`src/design/nes_mem_pkg.sv`:
```
// NES memory controller types
package nes_mem_pkg;

	////////////////////////////////
	// Data and address widths
	////////////////////////////////
	typedef logic [15:0] cpu_addr_t;
	typedef logic [7:0] byte_t;
	typedef logic [13:0] vram_addr_t;

	// Nametable arrangement
	typedef enum logic {
		MIRROR_HORIZONTAL,
		MIRROR_VERTICAL
	} mirror_e;

	// Where a CPU address lands
	typedef enum logic [1:0] {
		REGION_WRAM,
		REGION_REG,
		REGION_PAD,
		REGION_NONE
	} region_e;

	// Owner of the previous VRAM cycle
	typedef enum logic [1:0] {
		ARB_IDLE,
		ARB_PPU,
		ARB_CPU
	} arb_state_e;

	////////////////////////////////
	// Register offsets in 0x2000
	////////////////////////////////
	localparam logic [2:0] REG_CTRL = 3'd0;
	localparam logic [2:0] REG_MASK = 3'd1;
	localparam logic [2:0] REG_STATUS = 3'd2;
	localparam logic [2:0] REG_OAM_ADDR = 3'd3;
	localparam logic [2:0] REG_OAM_DATA = 3'd4;
	localparam logic [2:0] REG_SCROLL = 3'd5;
	localparam logic [2:0] REG_ADDR = 3'd6;
	localparam logic [2:0] REG_DATA = 3'd7;

endpackage

```
`src/design/vram_addr_map.sv`:
```
// VRAM address mirroring
module vram_addr_map (
	input nes_mem_pkg::vram_addr_t addr_in,
	input nes_mem_pkg::mirror_e mirror_mode,
	output nes_mem_pkg::vram_addr_t addr_out
);

	logic [1:0] nt_in;
	logic [1:0] nt_out;
	logic pal_hi;

	assign nt_in = addr_in[11:10];

	// Vertical keeps the column, horizontal keeps the row
	always_comb begin
		if (mirror_mode == nes_mem_pkg::MIRROR_VERTICAL) begin
			nt_out = {1'b0, nt_in[0]};
		end else begin
			nt_out = {nt_in[1], 1'b0};
		end
	end

	// Sprite backdrop entries share the background ones
	assign pal_hi = (addr_in[1:0] == 2'b00) ? 1'b0 : addr_in[4];

	always_comb begin
		if (addr_in[13:8] == 6'h3F) begin
			// Palette repeats every 32 bytes
			addr_out = {6'h3F, 3'b000, pal_hi, addr_in[3:0]};
		end else if (addr_in[13]) begin
			// 0x3000-0x3EFF lands on the 0x2000 nametables
			addr_out = {2'b10, nt_out, addr_in[9:0]};
		end else begin
			// Pattern tables
			addr_out = addr_in;
		end
	end

endmodule

```
`config.mk`:
```
export PLATFORM = sky130hd
export DESIGN_NAME = vram_addr_map
export DESIGN_NICKNAME = d
export VERILOG_FILES = /design/src/design/nes_mem_pkg.sv /design/src/design/vram_addr_map.sv
export SDC_FILE = /design/constraint.sdc
export NUM_CORES = 1
export LEC_CHECK = 0
export BUFFER_PORTS_ARGS = -buffer_cell sky130_fd_sc_hd__clkbuf_2
export CAP_MARGIN = 5
export CORE_AREA = 2 2 39 41
export DETAILED_ROUTE_END_ITERATION = 7
export DIE_AREA = 0 0 41 43
export PLACE_DENSITY_LB_ADDON = 0.2
export SKIP_LAST_GASP = 1
export SLEW_MARGIN = 20
export SYNTH_ARGS = -nofsm -noshare
export SYNTH_HDL_FRONTEND = slang
export SYNTH_SLANG_ARGS = --single-unit
```
`constraint.sdc`:
```
create_clock -name vclk -period 0.8
set_input_delay 0.16 -clock vclk [all_inputs]
set_output_delay 0.16 -clock vclk [all_outputs]
set_load 0.1 [all_outputs]
```
==> run metrics <==
Slew headroom=0.914; Final Hold Viols=0; crit path DAT=about 900 ps; Final nets=between 60 and 70; Hold Path Origin=addr_in[2]; ant diodes=0; routed len/inst=10.9 um; Mapped Cells=19; XOR/XNOR share of the synthesized area=0; ratio of cells with drive above 1 in the final layout=0.941; Synth Warn #=0; Worst-Margin Slew=about 130 ps; critical path endpoint category=output pin; Detail Placement HPWL=649 um; DRC violations left=0; vias in the first global route=290; Synth Area in Simple Gates=0.261; starting density of the core=0.100; WP data required=640 ps; worst setup margin=-273 ps; fin cells=67; FF+latch count=0; Pre-antenna DRT Iters=1; Logic pwr share=1.000; worst-path maximum fanout=2; Total GRT Usage=0.0879; vias post-DR=273; Net Sw Frac=0.560; Internal Power=~0.28 mW; Worst Path Class, Setup=in -> out; I/O pin cnt=29; Synth top cells by count=buf_4, clkbuf_1, o21a_1, nand2_1, o2bb2ai_1; DR iter-0 viols=0; CORE AREA=1380 sq um; synthesized net count=34; Seq pwr share=0; Die Ht=43 um; CLK BUF=0; cell with the most instances after synthesis=buf_4; RSZ-0062 raised after global routing=true; top cell type's share of synthesized area=0.216; initial antenna violation count=0; failing checks=negative setup slack; pin count of the biggest net entering global routing=7; sequential-to-total area share from yosys stat=0; Compound-Gate Fraction of Synth Area=0.414; Max Transition Viols Final=0; synthesized area per cell=between 7 and 8 sq um; global route overflow=0; Area growth syn-to-layout=405%; distinct cell type count after synthesis=10; largest family of logic cells by synthesized area=compound AO/OA/AOI/OAI gates; Final Cycle Share=1.34; NetSw=0.358 mW; crit path time final=1070 ps; setup violators final=8; Die Footprint=around 1800 sq um; upper clock frequency limit=932 MHz; pwr/cell area=just over 900 nW/um^2; largest area contributor in the synthesized netlist=buf_4; via-per-instance ratio=4.07; Worst Hold Endpoint=addr_out[2]; Port-buffer cells=25; first-pass GRT wire length=1150 um; status=finished, violations left; max-cap viol count=0; Post-Synth Adder-Cell Area=0; Hold Crit Depth=0; CTS Hold Bufs=0; Die Span X=41 um; Post-Route WL=between 700 and 800 um; Placed Cells=64; area of the mapped netlist=139 sq um; register area=0 sq um; Peak VDD IR=409 uV; post-layout util=0.506; Post-DRT Antenna Nets=0; Worst Setup Start Kind=primary input; static leakage=roughly 0.31 nW; post-synthesis mux area share=0; Final GP Congestion=0.638; row cnt=14; part of the power in the clock network=0; worst hold-check path type=in -> out; Synth area leaders=buf_4, o21a_1, nand4_4
-- layout by cell type, fill, tap and decap left out --
master | netlist | layout
buf_12 | 0 | 12
buf_4 | 4 | 11
buf_6 | 0 | 3
buf_8 | 0 | 7
clkbuf_2 | 0 | 6
inv_1 | 1 | 1
nand2_1 | 2 | 1
nand2_4 | 0 | 1
nand4_4 | 1 | 1
o21a_4 | 0 | 3
o22ai_4 | 0 | 1
o2bb2ai_4 | 0 | 2
o41a_4 | 0 | 1
or2b_1 | 1 | 1
-- layer usage --
metal  global-route usage  routed length [um]  vias to the layer above
met2                0.175                 383                       26
met4                    0                   0                        0
met5                    0                   0                        -
li1                     -                   -                      127
met1               0.0759                 202                      120
met3               0.0419                 145                        0
-- layout make-up --
class	instances	area (sq um)
fillers	118	683
inverters	1	3.75
multi-input cells	11	185
well taps	16	20.0
repair buffers	39	492
-- worst max-delay path, stage by stage --
cell and delay [ps]:
buf_6 90, o41a_4 480, buf_12 170
-- stage by stage --
step / power [mW] / TNS [ps] / hold WS, ps / setup slack [ps] / instance area [sq um]
2_1_floorplan: 0.394 / -1450 / 515 / -336 / 234
3_3_place_gp: 0.589 / -2260 / 322 / -375 / 597
3_5_place_dp: 0.591 / -2300 / 322 / -379 / 597
4_1_cts: 0.627 / -1890 / 322 / -292 / 676
5_1_grt: 0.660 / -1810 / 321 / -285 / 701
6_report: 0.638 / -1610 / 321 / -273 / 701
-- worst max-delay path by stage --
stage | start | end | slack (ps) | depth (start not counted)
floorplan | addr_in[12] | addr_out[4] | -340 | 2
global placement | addr_in[13] | addr_out[4] | -370 | 4
detailed placement | addr_in[13] | addr_out[4] | -380 | 4
CTS | addr_in[1] | addr_out[4] | -290 | 3
global route | addr_in[1] | addr_out[4] | -290 | 3
finish | addr_in[1] | addr_out[4] | -270 | 3
-- logic make-up (layout without fill, tap and decap cells) --
kind of cell    after synthesis  count (layout)
buf+inv                       8              40
simple gates                  4               4
compound gates                7               7
-- power by group through the flow --
stage / Combinational [mW] / Clock, mW / Sequential, mW
final: 0.638 / 0 / 0
after global routing: 0.660 / 0 / 0
after CTS: 0.627 / 0 / 0
after detailed placement: 0.591 / 0 / 0
after global placement: 0.589 / 0 / 0
after floorplan: 0.394 / 0 / 0
-- what timing repair did --
action | 4_1_cts | 5_1_grt
pin swaps | 5 | 2
cloned | 0 | 0
endpoints found under the setup margin | 7 | 8
resized for setup | 9 | 9
setup buffers | 2 | 1
(Power assumes the default switching activity.)
