$ cat config.mk
export PLATFORM = sky130hd
export DESIGN_NAME = byte_ram
export DESIGN_NICKNAME = d
export VERILOG_FILES = /design/src/design/nes_mem_pkg.sv /design/src/design/byte_ram.sv
export SDC_FILE = /design/constraint.sdc
export NUM_CORES = 2
export LEC_CHECK = 0
export ABC_AREA = 1
export BUFFER_PORTS_ARGS = -buffer_cell sky130_fd_sc_hd__buf_4
export CAP_MARGIN = 15
export CORE_MARGIN = 5
export CORE_UTILIZATION = 44
export CTS_CLUSTER_DIAMETER = 30
export DETAILED_ROUTE_END_ITERATION = 12
export GPL_TIMING_DRIVEN = 1
export SYNTH_ARGS = -nofsm -noshare
export SYNTH_HDL_FRONTEND = slang
export SYNTH_SLANG_ARGS = --single-unit
export TNS_END_PERCENT = 30
$ cat constraint.sdc
create_clock -name clk -period 2.7 [get_ports clk]
set_clock_uncertainty 0.05 [all_clocks]
set_input_delay 0.54 -clock clk [delete_from_list [all_inputs] [get_ports clk]]
set_output_delay 0.54 -clock clk [all_outputs]
set_load 0.1 [all_outputs]
$ cat src/design/nes_mem_pkg.sv
// NES memory controller types
package nes_mem_pkg;

	////////////////////////////////
	// Data and address widths
	////////////////////////////////
	typedef logic [15:0] cpu_addr_t;
	typedef logic [7:0] byte_t;
	typedef logic [13:0] vram_addr_t;

	// Nametable arrangement
	typedef enum logic {
		MIRROR_HORIZONTAL,
		MIRROR_VERTICAL
	} mirror_e;

	// Where a CPU address lands
	typedef enum logic [1:0] {
		REGION_WRAM,
		REGION_REG,
		REGION_PAD,
		REGION_NONE
	} region_e;

	// Owner of the previous VRAM cycle
	typedef enum logic [1:0] {
		ARB_IDLE,
		ARB_PPU,
		ARB_CPU
	} arb_state_e;

	////////////////////////////////
	// Register offsets in 0x2000
	////////////////////////////////
	localparam logic [2:0] REG_CTRL = 3'd0;
	localparam logic [2:0] REG_MASK = 3'd1;
	localparam logic [2:0] REG_STATUS = 3'd2;
	localparam logic [2:0] REG_OAM_ADDR = 3'd3;
	localparam logic [2:0] REG_OAM_DATA = 3'd4;
	localparam logic [2:0] REG_SCROLL = 3'd5;
	localparam logic [2:0] REG_ADDR = 3'd6;
	localparam logic [2:0] REG_DATA = 3'd7;

endpackage

$ cat src/design/byte_ram.sv
// Synchronous byte RAM
module byte_ram #(
	parameter int DEPTH = 256,
	parameter int AW = 8
) (
	input logic clk,
	input logic [AW-1:0] a_addr,
	input logic a_we,
	input nes_mem_pkg::byte_t a_wdata,
	output nes_mem_pkg::byte_t a_rdata,
	input logic [AW-1:0] b_addr,
	output nes_mem_pkg::byte_t b_rdata
);

	nes_mem_pkg::byte_t mem [DEPTH];

	// Read-write port, old contents come out on a write
	always_ff @(posedge clk) begin
		if (a_we) begin
			mem[a_addr] <= a_wdata;
		end
		a_rdata <= mem[a_addr];
	end

	// Read-only port
	always_ff @(posedge clk) begin
		b_rdata <= mem[b_addr];
	end

endmodule

==> impl_results.md <==
- Status: finished, final reports clean
- Clock tree buffer depth: 4
- Core Footprint: approximately 230000 um2
- Die X: around 500 um
- Critical path endpoint: a_rdata[1]
- Setup-failing EPs final: 0
- Clock power frac: 57.2%
- Startpoint types: flop
- Cell Int Power: 78.3 mW
- Max IR drop VDD: 0.640 mV
- CP Data Required Time: 2.11 ns
- Port bufs: 41
- Final min period: 2.55 ns
- Clock sink total: 2064
- First-pass GRT wire length: 618 mm
- ANT nets after route: 0
- Top post-synthesis cells by area: edfxtp_1, nand2_1, nand3_1
- PwrDens: 789 nW/um2
- Crit path cell chain: buf_4
- TritonCTS clock tree: yes
- Mapped Cells: ~11000
- Initial drt markers: 14200
- Layout cells sized above 1: between 10% and 20%
- Root buffer cell: clkbuf_16
- Hold slack: 0.0568 ns
- Total stage count of the critical path: 1
- Placer Congestion: 1.01
- Kind of critical path: reg -> out
- Cell Rows: between 150 and 200
- Mapped Nets: 11500
- Final Max Tran Viols: 0
- CP arrival: 1.96 ns
- Fin crit share: a little over nine tenths
- RSZ-0062 raised after global routing: no
- Synthesized area: 101000 um2
- Buffers & Inverters on Critical Path: 1
- Starting Density: 44.2%
- Reg2Reg Depth: 14
- Critical path endpoint category: output pin
- Most common cell after layout, fill and taps aside: nand2_1
- Hold Crit Class: in -> reg
- Placed cell areas: 115000 um2
- CP top delay family: flip-flops
- Slew headroom: between 40% and 50%
- Hold Violations, Final: 0
- Number of vias per cell: around 6
- Comb pwr share: 8.5%
- R2r endpoint: a_rdata[7]
- Vias in the first global route: roughly 90000
- FF-to-FF Start: mem[59][7]
- Sequential fraction of the synthesis area: 60.9%
- Crit path max fanout: 1
- Top-area cell type share of the netlist area: 60.6%
- Sequential Power Share: roughly 34%
- Nets@finish: 12500
- Cell variety after synth: 22
- Worst skew pair latency: approximately 1.0 ns
- Drt pass-1 iters: 12
- Crit path from: a_rdata[1]
- Ports: between 40 and 50
- R2R setup slack: 0.29 ns
- Switch share: 24.5%
- Switching pwr: 25.4 mW
- Detailed-route wire length per cell: about 27 um
- GRT Total Usage: between 30% and 40%
- Layout area overhead: 29.4%
- Syn Area/Cell: 8.84 um2
- Clk slew on worst S/H paths: 0.05 ns
- Max-Cap Viols: 0
- Clock buffer count from CTS: ~480
- Initial antenna violation count: 20
- Post-route cell area: 131000 um2
- Final WL: 428 mm
- Largest net degree at the start of global routing: 81
- Total number of vias: 95200
- Synthesized flop and latch total: 2064
- Synth Warn #: 0
- DR DRC count: 0
- Die Span Y: 490 um
- Leakage power total: 52.9 nW
- CP max stage cell: dfxtp_1
- Leading area contributor after synthesis: edfxtp_1
- Measured slew at the worst slew-check pin: around 0.83 ns
- Tot Pwr: 104 mW
- Grt total ovfl: 0
- H-tree depth: 5
- FMAX: 392 MHz
- Commonest cells after routing, fill and taps aside: nand2_1, nand3_1, edfxtp_1, buf_4, clkbuf_16
- Post-DP HPWL: 286 mm
- Die area: 240000 um2
- Total negative setup slack: 0 ns
- Slowest stage delay, CP: between 0.5 and 0.6 ns
[final cells by class]
cell class | instances | area [um2]
antenna | 10 | 25.0
clock buffer | 525 | 12400
clock inverter | 358 | 4240
sequential | 2064 | 61800
inverter | 75 | 347
multi-input combinational | 8540 | 35900
tap | 3026 | 3790
fill | 19300 | 98300
timing repair buffer | 1284 | 12800
[power by group through the flow]
stage	combinational, mW	sequential, mW	clock [mW]
3_3_place_gp	8.46	36.1	0
6_report	8.84	35.6	59.3
2_1_floorplan	3.71	36.3	0
4_1_cts	8.55	35.6	59.5
3_5_place_dp	8.50	36.1	0
5_1_grt	9.19	35.5	61.4
[how the worst min path moves through the flow]
stage          cells after the start  slack [ns]   startpoint          to
2_1_floorplan                      0        0.59   a_wdata[0]   mem[0][0]
3_3_place_gp                       8        0.83  mem[178][4]  a_rdata[4]
3_5_place_dp                       8        0.85  mem[178][4]  a_rdata[4]
4_1_cts                            5        0.01    a_addr[7]  a_rdata[4]
5_1_grt                            5        0.06    a_addr[7]  a_rdata[4]
6_report                           5        0.06    a_addr[7]  a_rdata[4]
[cells in the mapped netlist (all sizes together)]
| master | count |
|---|---|
| edfxtp | 2048 |
| buf | 472 |
| nand3 | 2142 |
| clkbuf | 335 |
| a22oi | 36 |
| dfxtp | 16 |
| a21oi | 133 |
| inv | 66 |
| nor2 | 422 |
| nand4 | 209 |
| o21ai | 225 |
| clkinv | 9 |
| nand2 | 5373 |
[cells by family after synthesis]
| family | count (synthesis) | share of synthesized area (%) |
|---|---|---|
| AO/OA/AOI/OAI | 394 | 2.03 |
| buffers and inverters | 882 | 3.76 |
| flip-flops | 2064 | 60.9 |
| AND/OR/NAND/NOR | 8146 | 33.3 |
[through the flow]
stage	std cells	setup WS (ns)	util, %
finish	15900	0.149	57.2
global route	15900	0.0786	57.2
CTS	15900	0.0448	57.2
detailed placement	15000	-0.942	49.9
global placement	15000	-0.950	49.9
floorplan	11500	0.155	-
[per-layer routing]
layer | GRT usage [%] | part of all wire [%] | vias to the layer above
met5 | 0 | 0.021 | -
met4 | 20.6 | 6.8 | 14
met3 | 8.31 | 12 | 1350
met2 | 52.2 | 44 | 7231
met1 | 45.2 | 37 | 45400
li1 | - | - | 41200
[worst min-delay path, stage by stage]
cell,delay (ns)
buf_4,0.10
nor2_1,0.07
buf_4,0.18
nand2_1,0.10
nand3_1,0.07
[state kept, by name, summed over array words and instances (netlist names)]
signal	count
b_rdata	8
mem	2048
a_rdata	8
[timing repair]
item / CTS / global route
hold buffers: 9 / 0
setup buffers: 0 / 0
setup endpoints to repair: 2 / 1
hold endpoints to repair: 192 / 0
resized for setup: 2 / 2
(Power assumes the default switching activity.)
