`config.mk`:
```
export PLATFORM = sky130hd
export DESIGN_NAME = ppu_reg_file
export DESIGN_NICKNAME = d
export VERILOG_FILES = /design/src/design/nes_mem_pkg.sv /design/src/design/ppu_reg_file.sv
export SDC_FILE = /design/constraint.sdc
export NUM_CORES = 1
export LEC_CHECK = 0
export ABC_AREA = 1
export BUFFER_PORTS_ARGS = -buffer_cell sky130_fd_sc_hd__buf_4
export CAP_MARGIN = 20
export CORE_UTILIZATION = 53
export CTS_CLUSTER_DIAMETER = 50
export DETAILED_ROUTE_END_ITERATION = 8
export PLACE_DENSITY = 0.8
export SETUP_SLACK_MARGIN = 0.3
export SLEW_MARGIN = 0
export SYNTH_ARGS = -nofsm -noshare
export SYNTH_HDL_FRONTEND = slang
export SYNTH_SLANG_ARGS = --single-unit
```
`constraint.sdc`:
```
create_clock -name clk -period 1.94 [get_ports clk]
set_input_delay 0.291 -clock clk [delete_from_list [all_inputs] [get_ports clk]]
set_output_delay 0.291 -clock clk [all_outputs]
set_load 0.03 [all_outputs]
```
`src/design/nes_mem_pkg.sv`:
```
// NES memory controller types
package nes_mem_pkg;

	////////////////////////////////
	// Data and address widths
	////////////////////////////////
	typedef logic [15:0] cpu_addr_t;
	typedef logic [7:0] byte_t;
	typedef logic [13:0] vram_addr_t;

	// Nametable arrangement
	typedef enum logic {
		MIRROR_HORIZONTAL,
		MIRROR_VERTICAL
	} mirror_e;

	// Where a CPU address lands
	typedef enum logic [1:0] {
		REGION_WRAM,
		REGION_REG,
		REGION_PAD,
		REGION_NONE
	} region_e;

	// Owner of the previous VRAM cycle
	typedef enum logic [1:0] {
		ARB_IDLE,
		ARB_PPU,
		ARB_CPU
	} arb_state_e;

	////////////////////////////////
	// Register offsets in 0x2000
	////////////////////////////////
	localparam logic [2:0] REG_CTRL = 3'd0;
	localparam logic [2:0] REG_MASK = 3'd1;
	localparam logic [2:0] REG_STATUS = 3'd2;
	localparam logic [2:0] REG_OAM_ADDR = 3'd3;
	localparam logic [2:0] REG_OAM_DATA = 3'd4;
	localparam logic [2:0] REG_SCROLL = 3'd5;
	localparam logic [2:0] REG_ADDR = 3'd6;
	localparam logic [2:0] REG_DATA = 3'd7;

endpackage

```
`src/design/ppu_reg_file.sv`:
```
// Picture processor register block
module ppu_reg_file (
	input logic clk,
	input logic rst,
	input logic [2:0] reg_sel,
	input logic reg_we,
	input logic reg_re,
	input nes_mem_pkg::byte_t wdata,
	input nes_mem_pkg::byte_t ppu_status,
	output nes_mem_pkg::byte_t rdata,
	output logic busy,
	output nes_mem_pkg::byte_t ppu_ctrl,
	output nes_mem_pkg::byte_t ppu_mask,
	output logic [15:0] ppu_scroll,
	output nes_mem_pkg::byte_t oam_addr,
	output logic oam_we,
	output logic cpu_vreq,
	output logic cpu_vwe,
	output nes_mem_pkg::vram_addr_t cpu_vaddr,
	output nes_mem_pkg::byte_t cpu_vwdata,
	input logic cpu_vdone,
	input nes_mem_pkg::byte_t cpu_vrdata
);

	// Shared by scroll and address pairs
	logic toggle;
	nes_mem_pkg::byte_t buffer;
	nes_mem_pkg::vram_addr_t vaddr_step;

	assign vaddr_step = nes_mem_pkg::vram_addr_t'(ppu_ctrl[2] ? 32 : 1);
	assign oam_we = reg_we && (reg_sel == nes_mem_pkg::REG_OAM_DATA);
	assign busy = cpu_vreq;

	//////////////////////////////
	// Control state
	//////////////////////////////
	always_ff @(posedge clk or negedge rst) begin
		if (!rst) begin
			ppu_ctrl <= '0;
			ppu_mask <= '0;
			ppu_scroll <= '0;
			toggle <= 1'b0;
			oam_addr <= '0;
			cpu_vaddr <= '0;
			cpu_vreq <= 1'b0;
			cpu_vwe <= 1'b0;
			buffer <= '0;
		end else begin
			if (reg_we) begin
				case (reg_sel)
					nes_mem_pkg::REG_CTRL: ppu_ctrl <= wdata;
					nes_mem_pkg::REG_MASK: ppu_mask <= wdata;
					nes_mem_pkg::REG_OAM_ADDR: oam_addr <= wdata;
					nes_mem_pkg::REG_OAM_DATA: oam_addr <= oam_addr + 8'd1;
					nes_mem_pkg::REG_SCROLL: begin
						// X first, then Y
						if (!toggle) begin
							ppu_scroll[7:0] <= wdata;
						end else begin
							ppu_scroll[15:8] <= wdata;
						end
						toggle <= !toggle;
					end
					nes_mem_pkg::REG_ADDR: begin
						// High byte first
						if (!toggle) begin
							cpu_vaddr[13:8] <= wdata[5:0];
						end else begin
							cpu_vaddr[7:0] <= wdata;
						end
						toggle <= !toggle;
					end
					nes_mem_pkg::REG_DATA: begin
						cpu_vreq <= 1'b1;
						cpu_vwe <= 1'b1;
					end
					default: begin
					end
				endcase
			end
			if (reg_re) begin
				if (reg_sel == nes_mem_pkg::REG_STATUS) begin
					toggle <= 1'b0;
				end else if (reg_sel == nes_mem_pkg::REG_DATA) begin
					cpu_vreq <= 1'b1;
					cpu_vwe <= 1'b0;
				end
			end
			// Arbiter answered
			if (cpu_vdone) begin
				cpu_vreq <= 1'b0;
				if (!cpu_vwe) begin
					buffer <= cpu_vrdata;
				end
				cpu_vaddr <= cpu_vaddr + vaddr_step;
			end
		end
	end

	//////////////////////////////
	// Read data and write byte
	//////////////////////////////
	always_ff @(posedge clk) begin
		if (reg_we && reg_sel == nes_mem_pkg::REG_DATA) begin
			cpu_vwdata <= wdata;
		end
		if (reg_re) begin
			case (reg_sel)
				nes_mem_pkg::REG_CTRL: rdata <= ppu_ctrl;
				nes_mem_pkg::REG_MASK: rdata <= ppu_mask;
				nes_mem_pkg::REG_STATUS: rdata <= ppu_status;
				nes_mem_pkg::REG_OAM_ADDR: rdata <= oam_addr;
				nes_mem_pkg::REG_SCROLL: rdata <= ppu_scroll[7:0];
				nes_mem_pkg::REG_ADDR: rdata <= cpu_vaddr[7:0];
				// Stale byte, the fresh one lands in the buffer
				nes_mem_pkg::REG_DATA: rdata <= buffer;
				default: rdata <= '0;
			endcase
		end
	end

endmodule

```
==> qor.txt <==
Largest net degree at the start of global routing = 39
Sequential share of power = 39.7%
Slew headroom = 63.09%
Post-synth top area share = 39.48%
Routed wire per std cell = 17.06 um
Multiplexer share of the synthesized area = 1.913%
DR vias = 4029
Synth Area in XOR/XNOR = 0%
Post-synth top cells = nand2_1, dfrtp_1, inv_1, nor2_1, nand3_1
Post-synthesis compound-gate area fraction = 12.27%
Clock buffer count from CTS = 9
Vias in the first global route = 3743
CTS max path bufs = 2
Largest cells by area after synthesis = dfrtp_1, nand2_1, edfxtp_1
Share of post-route cells with drive strength above 1 = 25.60%
# setup viols final = 0
Cell chain of the critical path = inv_1 > ha_4 > ha_4 > nand3_2 > o21bai_2 > nand3_1 > nand3_1 > nand2_1
Mapped cell area = 4120 um^2
Combinational power share = 36.8%
Final period utilization = 81.40%
Final nets = 652
Top layer in use = met4
Status = finished, final reports clean
CP Capture Type = flip-flop
H-tree Lvls = 3
Largest family of logic cells by synthesized area = simple AND/OR/NAND/NOR gates
CP Launch Type = flip-flop
N_diodes = 0
Adder-Cell Fraction of Synth Area = 1.215%
Worst setup path class = reg2reg
EDFF count, synth = 16
# IOs = 106
Worst slack at placement = 0.2118 ns
Post-CTS setup buffer count = 0
Net Sw Frac = 39.56%
Post-DR vias/cell = 5.596
Routed length on met2 = 5.585 mm
Final WS setup = 0.3609 ns
Post-Syn Nets = 545
Post-synth ARST share = 80.25%
Seq/Total Area, Yosys = 51.14%
Clock Sinks = 81
Die width = 90.17 um
Cells after Synth = 509
Slowest Stage Delay on Critical Path = 0.45 ns
Largest area contributor in the netlist = dfrtp_1
VDD IR-drop max = 0.8583 mV
Most frequent cell after synthesis = nand2_1
Routed Wire Length = 12.28 mm
HP Class = in2reg
Tightest Pin Transition = 0.5523 ns
Clock Root Buffer = clkbuf_8
Dpl hpwl = 8.804 mm
First-pass GRT wire length = 19.40 mm
Post-route DRC = 0
Met3 wire len = 1.226 mm
P per Cell Area = 1242 nW/um^2
Routability cong. = 0.9249
Final hold violations = 0
Bufs and invs on worst path = 1
P_leak = 2.639 nW
Grt ovf = 0
Initial DRC Count = 395
Area grow syn2layout = 28.97%
Starting Density = 55.91%
Fmax = 633.3 MHz
Worst endpoint required time = 2.18 ns
Die height = 90.17 um
Final clock skew = 0.008328 ns
Slew Limit Fails = 0
Core Area = 7370 um^2
Die ar. = 8131 um^2
CP arrival = 1.82 ns
Critical path's top delay family = flip-flops
TNS Setup = 0 ns
DR pass1 iterations = 5
Slowest-stage cell, CP = dfrtp_2
Initial antenna violation count = 0
Met1 WL = 5.025 mm
GRT Total Usage = 31.01%
#FFs+latches synth = 81
Min Tclk post-route = 1.579 ns
Syn_area_per_cell = 8.095 um^2
Clock Latency Late Sink = 0.35 ns
Synth Flop Type = dfrtp_1
Ys Warns = 0
CTS tree = built
DRT antenna net count = 0
Buffers on Ports = 105
Fin cells = 720
Dpl cells = 703
Clock share of power = 23.5%
Switching power = 2.610 mW
Post-synthesis simple-gate area fraction = 25.90%
Max-Cap Viols = 0
CP max FO = 4
RSZ-0062 raised after global routing = true
Int Pwr = 3.988 mW
Clk slew on worst S/H paths = 0.08 ns
Rows = 31
Yosys cell types = 34
## stage by stage
step / power, mW / instance area (um^2) / util (%) / hold WS [ns]
floorplan: 3.954 / 4120 / - / -0.004591
global placement: 4.908 / 4981 / 67.59 / 0.2382
detailed placement: 4.962 / 4981 / 67.59 / 0.2396
CTS: 6.527 / 5253 / 71.27 / 0.1247
global route: 6.887 / 5314 / 72.11 / 0.1168
finish: 6.598 / 5314 / 72.11 / 0.1304
## state kept, by name (all words and copies together) (netlist names)
register    count
cpu_vwe         1
rdata           8
cpu_vwdata      8
ppu_ctrl        8
oam_addr        8
busy            1
buffer          8
ppu_mask        8
cpu_vaddr      14
ppu_scroll     16
toggle          1
## timing repair
action / CTS / global route
hold buffers: 1 / 0
resized for setup: 2 / 13
hold endpoints to repair: 27 / 0
cloned: 0 / 0
endpoints found under the setup margin: 3 / 10
## layout make-up
| type | instances | area, um^2 |
|---|---|---|
| clock buffers | 12 | 156.4 |
| repair buffers | 107 | 818.3 |
| flip-flops and latches | 81 | 2108 |
| well taps | 99 | 123.9 |
| fillers | 593 | 2056 |
| multi-input cells | 353 | 1765 |
| inverters | 64 | 242.7 |
| clock inverters | 4 | 98.84 |
## layout by cell type, fill, tap and decap left out, types with 3 or more instances in the layout
cell type | synthesis | layout
a22oi_1 | 3 | 3
nand2_1 | 153 | 152
o21ai_1 | 4 | 4
o22ai_1 | 4 | 4
a21oi_1 | 30 | 30
buf_4 | 2 | 105
nand3b_1 | 4 | 4
nor2_2 | 6 | 7
dfrtp_1 | 65 | 64
nand3_1 | 38 | 37
nand2_2 | 5 | 5
o21ai_0 | 37 | 37
clkbuf_8 | 0 | 9
inv_2 | 4 | 4
inv_1 | 59 | 58
ha_4 | 0 | 3
o211ai_1 | 4 | 4
mux2_2 | 7 | 7
edfxtp_1 | 16 | 16
bufinv_16 | 0 | 3
nor2_1 | 40 | 38
## path summary, 6_finish.rpt
| path | start | end | slack (ns) | cells past startpoint |
|---|---|---|---|---|
| hold reg to reg | ppu_mask[1]$_DFFE_PN0P_ | ppu_mask[1]$_DFFE_PN0P_ | 0.53 | 2 |
| setup reg to reg | ppu_ctrl[2]$_DFFE_PN0P_ | cpu_vaddr[10]$_DFFE_PN0P_ | 0.36 | 8 |
| hold / removal | wdata[3] | cpu_vwdata[3]$_DFFE_PP_ | 0.13 | 1 |
| min in group asynchronous | rst | oam_addr[7]$_DFFE_PN0P_ | 0.40 | 2 |
| setup / recovery | ppu_ctrl[2]$_DFFE_PN0P_ | cpu_vaddr[10]$_DFFE_PN0P_ | 0.36 | 8 |
| max in group asynchronous | rst | ppu_ctrl[2]$_DFFE_PN0P_ | 0.98 | 3 |
## kinds of logic after synthesis
family / Yosys count
buffers and inverters: 75
and+or+nand+nor: 251
adders and majority gates: 4
AOI/OAI and AO/OA: 91
DFF: 81
muxes: 7
## power by group through the flow
stage          combinational (mW)  clock, mW  sequential, mW
2_1_floorplan               0.718          0            3.24
3_3_place_gp                 2.31          0            2.60
3_5_place_dp                 2.35          0            2.61
4_1_cts                      2.38       1.56            2.59
5_1_grt                      2.59       1.63            2.66
6_report                     2.43       1.55            2.62
## per-layer routing
metal | global-route usage [%] | up-vias
met2 | 46.69 | 242
met3 | 7.107 | 45
met4 | 13.04 | 0
met5 | 0 | -
li1 | - | 1867
met1 | 43.30 | 1875
No activity file was read; power rests on OpenSTA's default activity.
