===== config.mk =====
export PLATFORM = sky130hd
export DESIGN_NAME = vram_arbiter
export DESIGN_NICKNAME = d
export VERILOG_FILES = /design/src/design/nes_mem_pkg.sv /design/src/design/vram_arbiter.sv
export SDC_FILE = /design/constraint.sdc
export NUM_CORES = 1
export LEC_CHECK = 0
export BUFFER_PORTS_ARGS = -buffer_cell sky130_fd_sc_hd__buf_2
export CAP_MARGIN = 20
export CORE_MARGIN = 8
export CORE_UTILIZATION = 27
export CTS_CLUSTER_SIZE = 25
export DETAILED_ROUTE_END_ITERATION = 16
export HOLD_SLACK_MARGIN = 0.06
export PLACE_DENSITY = 0.83
export SLEW_MARGIN = 20
export SYNTH_ARGS = -nofsm -noshare
export SYNTH_HDL_FRONTEND = slang
export SYNTH_SLANG_ARGS = --single-unit

===== constraint.sdc =====
create_clock -name clk -period 1.9 [get_ports clk]
set_clock_uncertainty 0.1 [all_clocks]
set_input_delay 0.38 -clock clk [delete_from_list [all_inputs] [get_ports clk]]
set_output_delay 0.38 -clock clk [all_outputs]
set_load 0.005 [all_outputs]

===== src/design/nes_mem_pkg.sv =====
// NES memory controller types
package nes_mem_pkg;

	////////////////////////////////
	// Data and address widths
	////////////////////////////////
	typedef logic [15:0] cpu_addr_t;
	typedef logic [7:0] byte_t;
	typedef logic [13:0] vram_addr_t;

	// Nametable arrangement
	typedef enum logic {
		MIRROR_HORIZONTAL,
		MIRROR_VERTICAL
	} mirror_e;

	// Where a CPU address lands
	typedef enum logic [1:0] {
		REGION_WRAM,
		REGION_REG,
		REGION_PAD,
		REGION_NONE
	} region_e;

	// Owner of the previous VRAM cycle
	typedef enum logic [1:0] {
		ARB_IDLE,
		ARB_PPU,
		ARB_CPU
	} arb_state_e;

	////////////////////////////////
	// Register offsets in 0x2000
	////////////////////////////////
	localparam logic [2:0] REG_CTRL = 3'd0;
	localparam logic [2:0] REG_MASK = 3'd1;
	localparam logic [2:0] REG_STATUS = 3'd2;
	localparam logic [2:0] REG_OAM_ADDR = 3'd3;
	localparam logic [2:0] REG_OAM_DATA = 3'd4;
	localparam logic [2:0] REG_SCROLL = 3'd5;
	localparam logic [2:0] REG_ADDR = 3'd6;
	localparam logic [2:0] REG_DATA = 3'd7;

endpackage


===== src/design/vram_arbiter.sv =====
// VRAM port arbiter
module vram_arbiter (
	input logic clk,
	input logic rst,
	input logic ppu_req,
	input nes_mem_pkg::vram_addr_t ppu_addr,
	output logic ppu_gnt,
	output nes_mem_pkg::byte_t ppu_rdata,
	input logic cpu_vreq,
	input logic cpu_vwe,
	input nes_mem_pkg::vram_addr_t cpu_vaddr,
	input nes_mem_pkg::byte_t cpu_vwdata,
	output logic cpu_vdone,
	output nes_mem_pkg::byte_t cpu_vrdata,
	output nes_mem_pkg::vram_addr_t mem_addr,
	output logic mem_we,
	output nes_mem_pkg::byte_t mem_wdata,
	input nes_mem_pkg::byte_t mem_rdata
);

	nes_mem_pkg::arb_state_e state;
	nes_mem_pkg::arb_state_e state_next;
	logic cpu_gnt;

	// Picture processor always wins
	assign ppu_gnt = ppu_req;

	// CPU request still held during its data cycle, so skip it there
	assign cpu_gnt = cpu_vreq && !ppu_req && (state != nes_mem_pkg::ARB_CPU);

	always_comb begin
		if (ppu_gnt) begin
			state_next = nes_mem_pkg::ARB_PPU;
		end else if (cpu_gnt) begin
			state_next = nes_mem_pkg::ARB_CPU;
		end else begin
			state_next = nes_mem_pkg::ARB_IDLE;
		end
	end

	always_ff @(posedge clk or negedge rst) begin
		if (!rst) begin
			state <= nes_mem_pkg::ARB_IDLE;
		end else begin
			state <= state_next;
		end
	end

	//////////////////////////////
	// Memory port
	//////////////////////////////
	assign mem_addr = ppu_gnt ? ppu_addr : cpu_vaddr;
	assign mem_we = cpu_gnt && cpu_vwe;
	assign mem_wdata = cpu_vwdata;

	// Data of the previous grant
	assign ppu_rdata = mem_rdata;
	assign cpu_vrdata = mem_rdata;
	assign cpu_vdone = (state == nes_mem_pkg::ARB_CPU);

endmodule


==> impl_results.html <==
<table>
<tr><th>Metric</th><th>Value</th></tr>
<tr><th colspan="2">Outcome</th></tr>
<tr><td>Run status</td><td>finished, final reports clean</td></tr>
<tr><th colspan="2">Detailed routing</th></tr>
<tr><td>Via count</td><td>388</td></tr>
<tr><td>Final routed wire length divided by cell count</td><td>14.9 um</td></tr>
<tr><td>Antenna Nets Post-Route</td><td>0</td></tr>
<tr><td>Post-route DRC violation count</td><td>0</td></tr>
<tr><td>Vias per std cell</td><td>3.96</td></tr>
<tr><td>Drt pass-1 iters</td><td>2</td></tr>
<tr><td>DRC violation total after the first TritonRoute iteration</td><td>2</td></tr>
<tr><td>Final wirelength</td><td>1.46 mm</td></tr>
<tr><th colspan="2">Power</th></tr>
<tr><td>Share of total power in combinational logic</td><td>43.5%</td></tr>
<tr><td>Switching share of power</td><td>25.4%</td></tr>
<tr><td>Static Leakage</td><td>0.340 nW</td></tr>
<tr><td>Cell internal power dissipation</td><td>0.000188 W</td></tr>
<tr><td>PwrDens</td><td>434 nW/um^2</td></tr>
<tr><td>Switching component of the power</td><td>0.0000640 W</td></tr>
<tr><td>Clock share of power</td><td>38.3%</td></tr>
<tr><td>Max VDD drop</td><td>0.000297 V</td></tr>
<tr><td>Sequential share of power</td><td>18.3%</td></tr>
<tr><td>Total Power</td><td>0.000252 W</td></tr>
<tr><th colspan="2">Global routing</th></tr>
<tr><td>Total grt overflow</td><td>0</td></tr>
<tr><td>Vias in the first global route</td><td>486</td></tr>
<tr><td>Antenna violations before repair</td><td>0</td></tr>
<tr><td>Pin count of the biggest net entering global routing</td><td>17</td></tr>
<tr><td>First-pass GRT wire length</td><td>2.12 mm</td></tr>
<tr><td>Global routing usage summed across all routing layers</td><td>8.08%</td></tr>
<tr><th colspan="2">Layout</th></tr>
<tr><td>Largest registers ranked by flip-flop count</td><td>state x2</td></tr>
<tr><td>Share of cells above drive strength 1</td><td>93.2%</td></tr>
<tr><td>Synthesis-to-finish area growth</td><td>20.2%</td></tr>
<tr><td>Most flop-heavy register</td><td>state</td></tr>
<tr><td>Flip-flop count of the largest register after layout</td><td>2</td></tr>
<tr><td>Layout Nets</td><td>124</td></tr>
<tr><td>Total inserted antenna cells</td><td>0</td></tr>
<tr><td>Layout Utilization</td><td>34.0%</td></tr>
<tr><th colspan="2">Critical path</th></tr>
<tr><td>Worst path cell trace</td><td>buf_2, mux2_2, buf_2</td></tr>
<tr><td>Required time reported for the critical path endpoint</td><td>1.42 ns</td></tr>
<tr><td>Largest stage delay on the critical path</td><td>0.38 ns</td></tr>
<tr><td>CP Max Fanout</td><td>16</td></tr>
<tr><td>Endpoint arrival time on the critical path</td><td>1.23 ns</td></tr>
<tr><td>Worst-case register-to-register setup slack</td><td>1.03 ns</td></tr>
<tr><td>WS Path Type</td><td>input port to output pin</td></tr>
<tr><td>Number of buffers and inverters on the critical path</td><td>2</td></tr>
<tr><td>Top delay family on crit path</td><td>buffers and inverters</td></tr>
<tr><td>Most used cell along the critical path</td><td>sky130_fd_sc_hd__buf_2</td></tr>
<tr><td>Kind of end point of the critical path</td><td>output pin</td></tr>
<tr><td>Origin of the worst setup path</td><td>ppu_req</td></tr>
<tr><td>FF-to-FF End</td><td>state[1]</td></tr>
<tr><td>Reg2reg path depth</td><td>2</td></tr>
<tr><td>Endpoint of the most critical setup path</td><td>mem_addr[9]</td></tr>
<tr><td>Crit path launch type</td><td>input port</td></tr>
<tr><td>Cell type of the slowest stage on the worst timing path</td><td>sky130_fd_sc_hd__mux2_2</td></tr>
<tr><td>Worst r2r src</td><td>state[1]</td></tr>
<tr><td>Logic depth of the worst path, buffers included</td><td>3</td></tr>
<tr><th colspan="2">Logic synthesis</th></tr>
<tr><td>Distinct cells, synth</td><td>9</td></tr>
<tr><td>Average size of a mapped cell</td><td>10.5 sq um</td></tr>
<tr><td>Yosys top cell by area</td><td>sky130_fd_sc_hd__buf_4</td></tr>
<tr><td>Yosys warnings</td><td>0</td></tr>
<tr><td>Synthesized net count</td><td>95</td></tr>
<tr><td>Netlist area before placement</td><td>483 sq um</td></tr>
<tr><td>Seq/Total Area, Yosys</td><td>10.4%</td></tr>
<tr><td>Flip-flop and latch count after synthesis</td><td>2</td></tr>
<tr><td>Synth top area cells</td><td>sky130_fd_sc_hd__buf_4, sky130_fd_sc_hd__mux2_4, sky130_fd_sc_hd__mux2_2, sky130_fd_sc_hd__dfrtp_1, sky130_fd_sc_hd__buf_12</td></tr>
<tr><td>Post-synthesis instance total</td><td>46</td></tr>
<tr><td>Area fraction of the dominant cell type after synthesis</td><td>38.9%</td></tr>
<tr><th colspan="2">Clocking</th></tr>
<tr><td>TritonCTS clock tree</td><td>done</td></tr>
<tr><td>CTS sink cnt</td><td>2</td></tr>
<tr><td>Clock network latency to the later pin of the worst-skew pair</td><td>0.23 ns</td></tr>
<tr><td>Maximum clock path buffer count</td><td>2</td></tr>
<tr><td>Resized cells post-CTS</td><td>0</td></tr>
<tr><td>Clock H-tree levels</td><td>1</td></tr>
<tr><td>Clock Pin Slew Worst Setup and Hold Paths</td><td>0.03 ns</td></tr>
<tr><td>Number of CTS-inserted buffers</td><td>3</td></tr>
<tr><td>Clock tree root driver cell</td><td>sky130_fd_sc_hd__clkbuf_4</td></tr>
<tr><th colspan="2">STA</th></tr>
<tr><td>Final hold violation count</td><td>0</td></tr>
<tr><td>Setup violations, final</td><td>0</td></tr>
<tr><td>Highest clock rate</td><td>0.586 GHz</td></tr>
<tr><td>Max-slew headroom at the worst pin</td><td>73.5%</td></tr>
<tr><td>Minimum clock period</td><td>1.71 ns</td></tr>
<tr><td>Least-Margin Pin Slew</td><td>0.397 ns</td></tr>
<tr><td>Setup repair after global routing missed its margin</td><td>false</td></tr>
<tr><td>Final worst path period share</td><td>89.8%</td></tr>
<tr><td>Post-route setup TNS</td><td>0 ns</td></tr>
<tr><td>Final Worst Setup Slack</td><td>0.193 ns</td></tr>
<tr><td>Final count of pins violating max slew</td><td>0</td></tr>
<tr><th colspan="2">Place</th></tr>
<tr><td>Placement-stage worst setup slack</td><td>0.175 ns</td></tr>
<tr><td>Count of buffers inserted at the top-level ports</td><td>49</td></tr>
<tr><td>Post-DP HPWL</td><td>1.27 mm</td></tr>
<tr><td>Final weighted congestion of routability-driven global placement</td><td>0.655</td></tr>
<tr><th colspan="2">Floorplanning</th></tr>
<tr><td>Total number of placement rows</td><td>15</td></tr>
<tr><td>Die ar.</td><td>3400 sq um</td></tr>
<tr><td>Width of the die</td><td>58.3 um</td></tr>
<tr><td>Initial standard-cell utilization of the core</td><td>28.3%</td></tr>
<tr><td>Height of the chip</td><td>58.3 um</td></tr>
<tr><td>Top Ports</td><td>90</td></tr>
<tr><td>Placeable core region</td><td>1710 sq um</td></tr>
<tr><th colspan="2">Run</th></tr>
<tr><td># Max-Cap Violations</td><td>0</td></tr>
<tr><th colspan="2">Min path</th></tr>
<tr><td>Worst hold path type</td><td>input port to flip-flop</td></tr>
</table>
metrics by stage:
step	instance area (sq um)	hold slack [ns]	cells
after floorplan	483	-0.0156	46
after global placement	548	0.0649	94
after detailed placement	548	0.0692	94
after CTS	581	0.318	98
after global routing	581	0.318	98
final	581	0.326	98
metal layers:
layer  wire (um)  vias up  GRT usage (%)  part of all wire (%)
met2         852       29           14.8                    58
met1         429      177           5.99                    29
li1            -      182              -                     -
met4           0        0           5.94                     0
met3         182        0           4.78                    12
met5           0        -              0                     0
worst min-delay path by stage:
stage	start	endpoint	slack (ns)	cells past startpoint
4_1_cts	cpu_vreq	state[1]	0.32	2
3_3_place_gp	rst	state[1]	0.06	1
5_1_grt	cpu_vreq	state[1]	0.32	2
6_report	cpu_vreq	state[1]	0.33	2
2_1_floorplan	rst	state[0]	-0.02	0
3_5_place_dp	rst	state[1]	0.07	1
cell families (layout without fill, tap and decap cells):
logic type             after synthesis  count (layout)  share of synthesized area, %
flip-flops                           2               2                          10.4
multiplexers                        14              14                          38.9
AND/OR/NAND/NOR                      3               3                          5.44
buffers and inverters               27              54                          45.3
synthesized netlist by cell type:
cell                       instances
sky130_fd_sc_hd__and4bb_2          1
sky130_fd_sc_hd__buf_12            1
sky130_fd_sc_hd__buf_4            25
sky130_fd_sc_hd__buf_6             1
sky130_fd_sc_hd__dfrtp_1           2
sky130_fd_sc_hd__mux2_2            6
sky130_fd_sc_hd__mux2_4            8
sky130_fd_sc_hd__nor2b_1           1
sky130_fd_sc_hd__nor3b_1           1
what timing repair did:
item	in CTS	in global routing
setup endpoints to repair	0	0
hold buffers	1	0
buffers inserted	0	0
hold endpoints to repair	2	0
cell type report:
class / count / area, sq um
clock buffer: 3 / 22.5
multi-input combinational: 17 / 214
timing repair buffer: 51 / 263
tap: 25 / 31.3
fill: 184 / 1130
sequential: 2 / 50.0
layout by cell type, fill, tap and decap left out:
| cell type | n |
|---|---|
| sky130_fd_sc_hd__and4bb_2 | 1 |
| sky130_fd_sc_hd__buf_2 | 49 |
| sky130_fd_sc_hd__buf_4 | 1 |
| sky130_fd_sc_hd__clkbuf_4 | 3 |
| sky130_fd_sc_hd__dfrtp_1 | 2 |
| sky130_fd_sc_hd__dlygate4sd3_1 | 1 |
| sky130_fd_sc_hd__mux2_2 | 6 |
| sky130_fd_sc_hd__mux2_4 | 8 |
| sky130_fd_sc_hd__nor2b_1 | 1 |
| sky130_fd_sc_hd__nor3b_1 | 1 |
power groups by stage:
stage,Combinational [W],Sequential [W],Clock (W)
finish,0.000109,0.0000460,0.0000964
global placement,0.000107,0.0000460,0
global route,0.000119,0.0000459,0.000112
detailed placement,0.000110,0.0000463,0
floorplan,0.0000968,0.0000459,0
CTS,0.000112,0.0000458,0.000102
No activity file was read; power rests on OpenSTA's default activity.
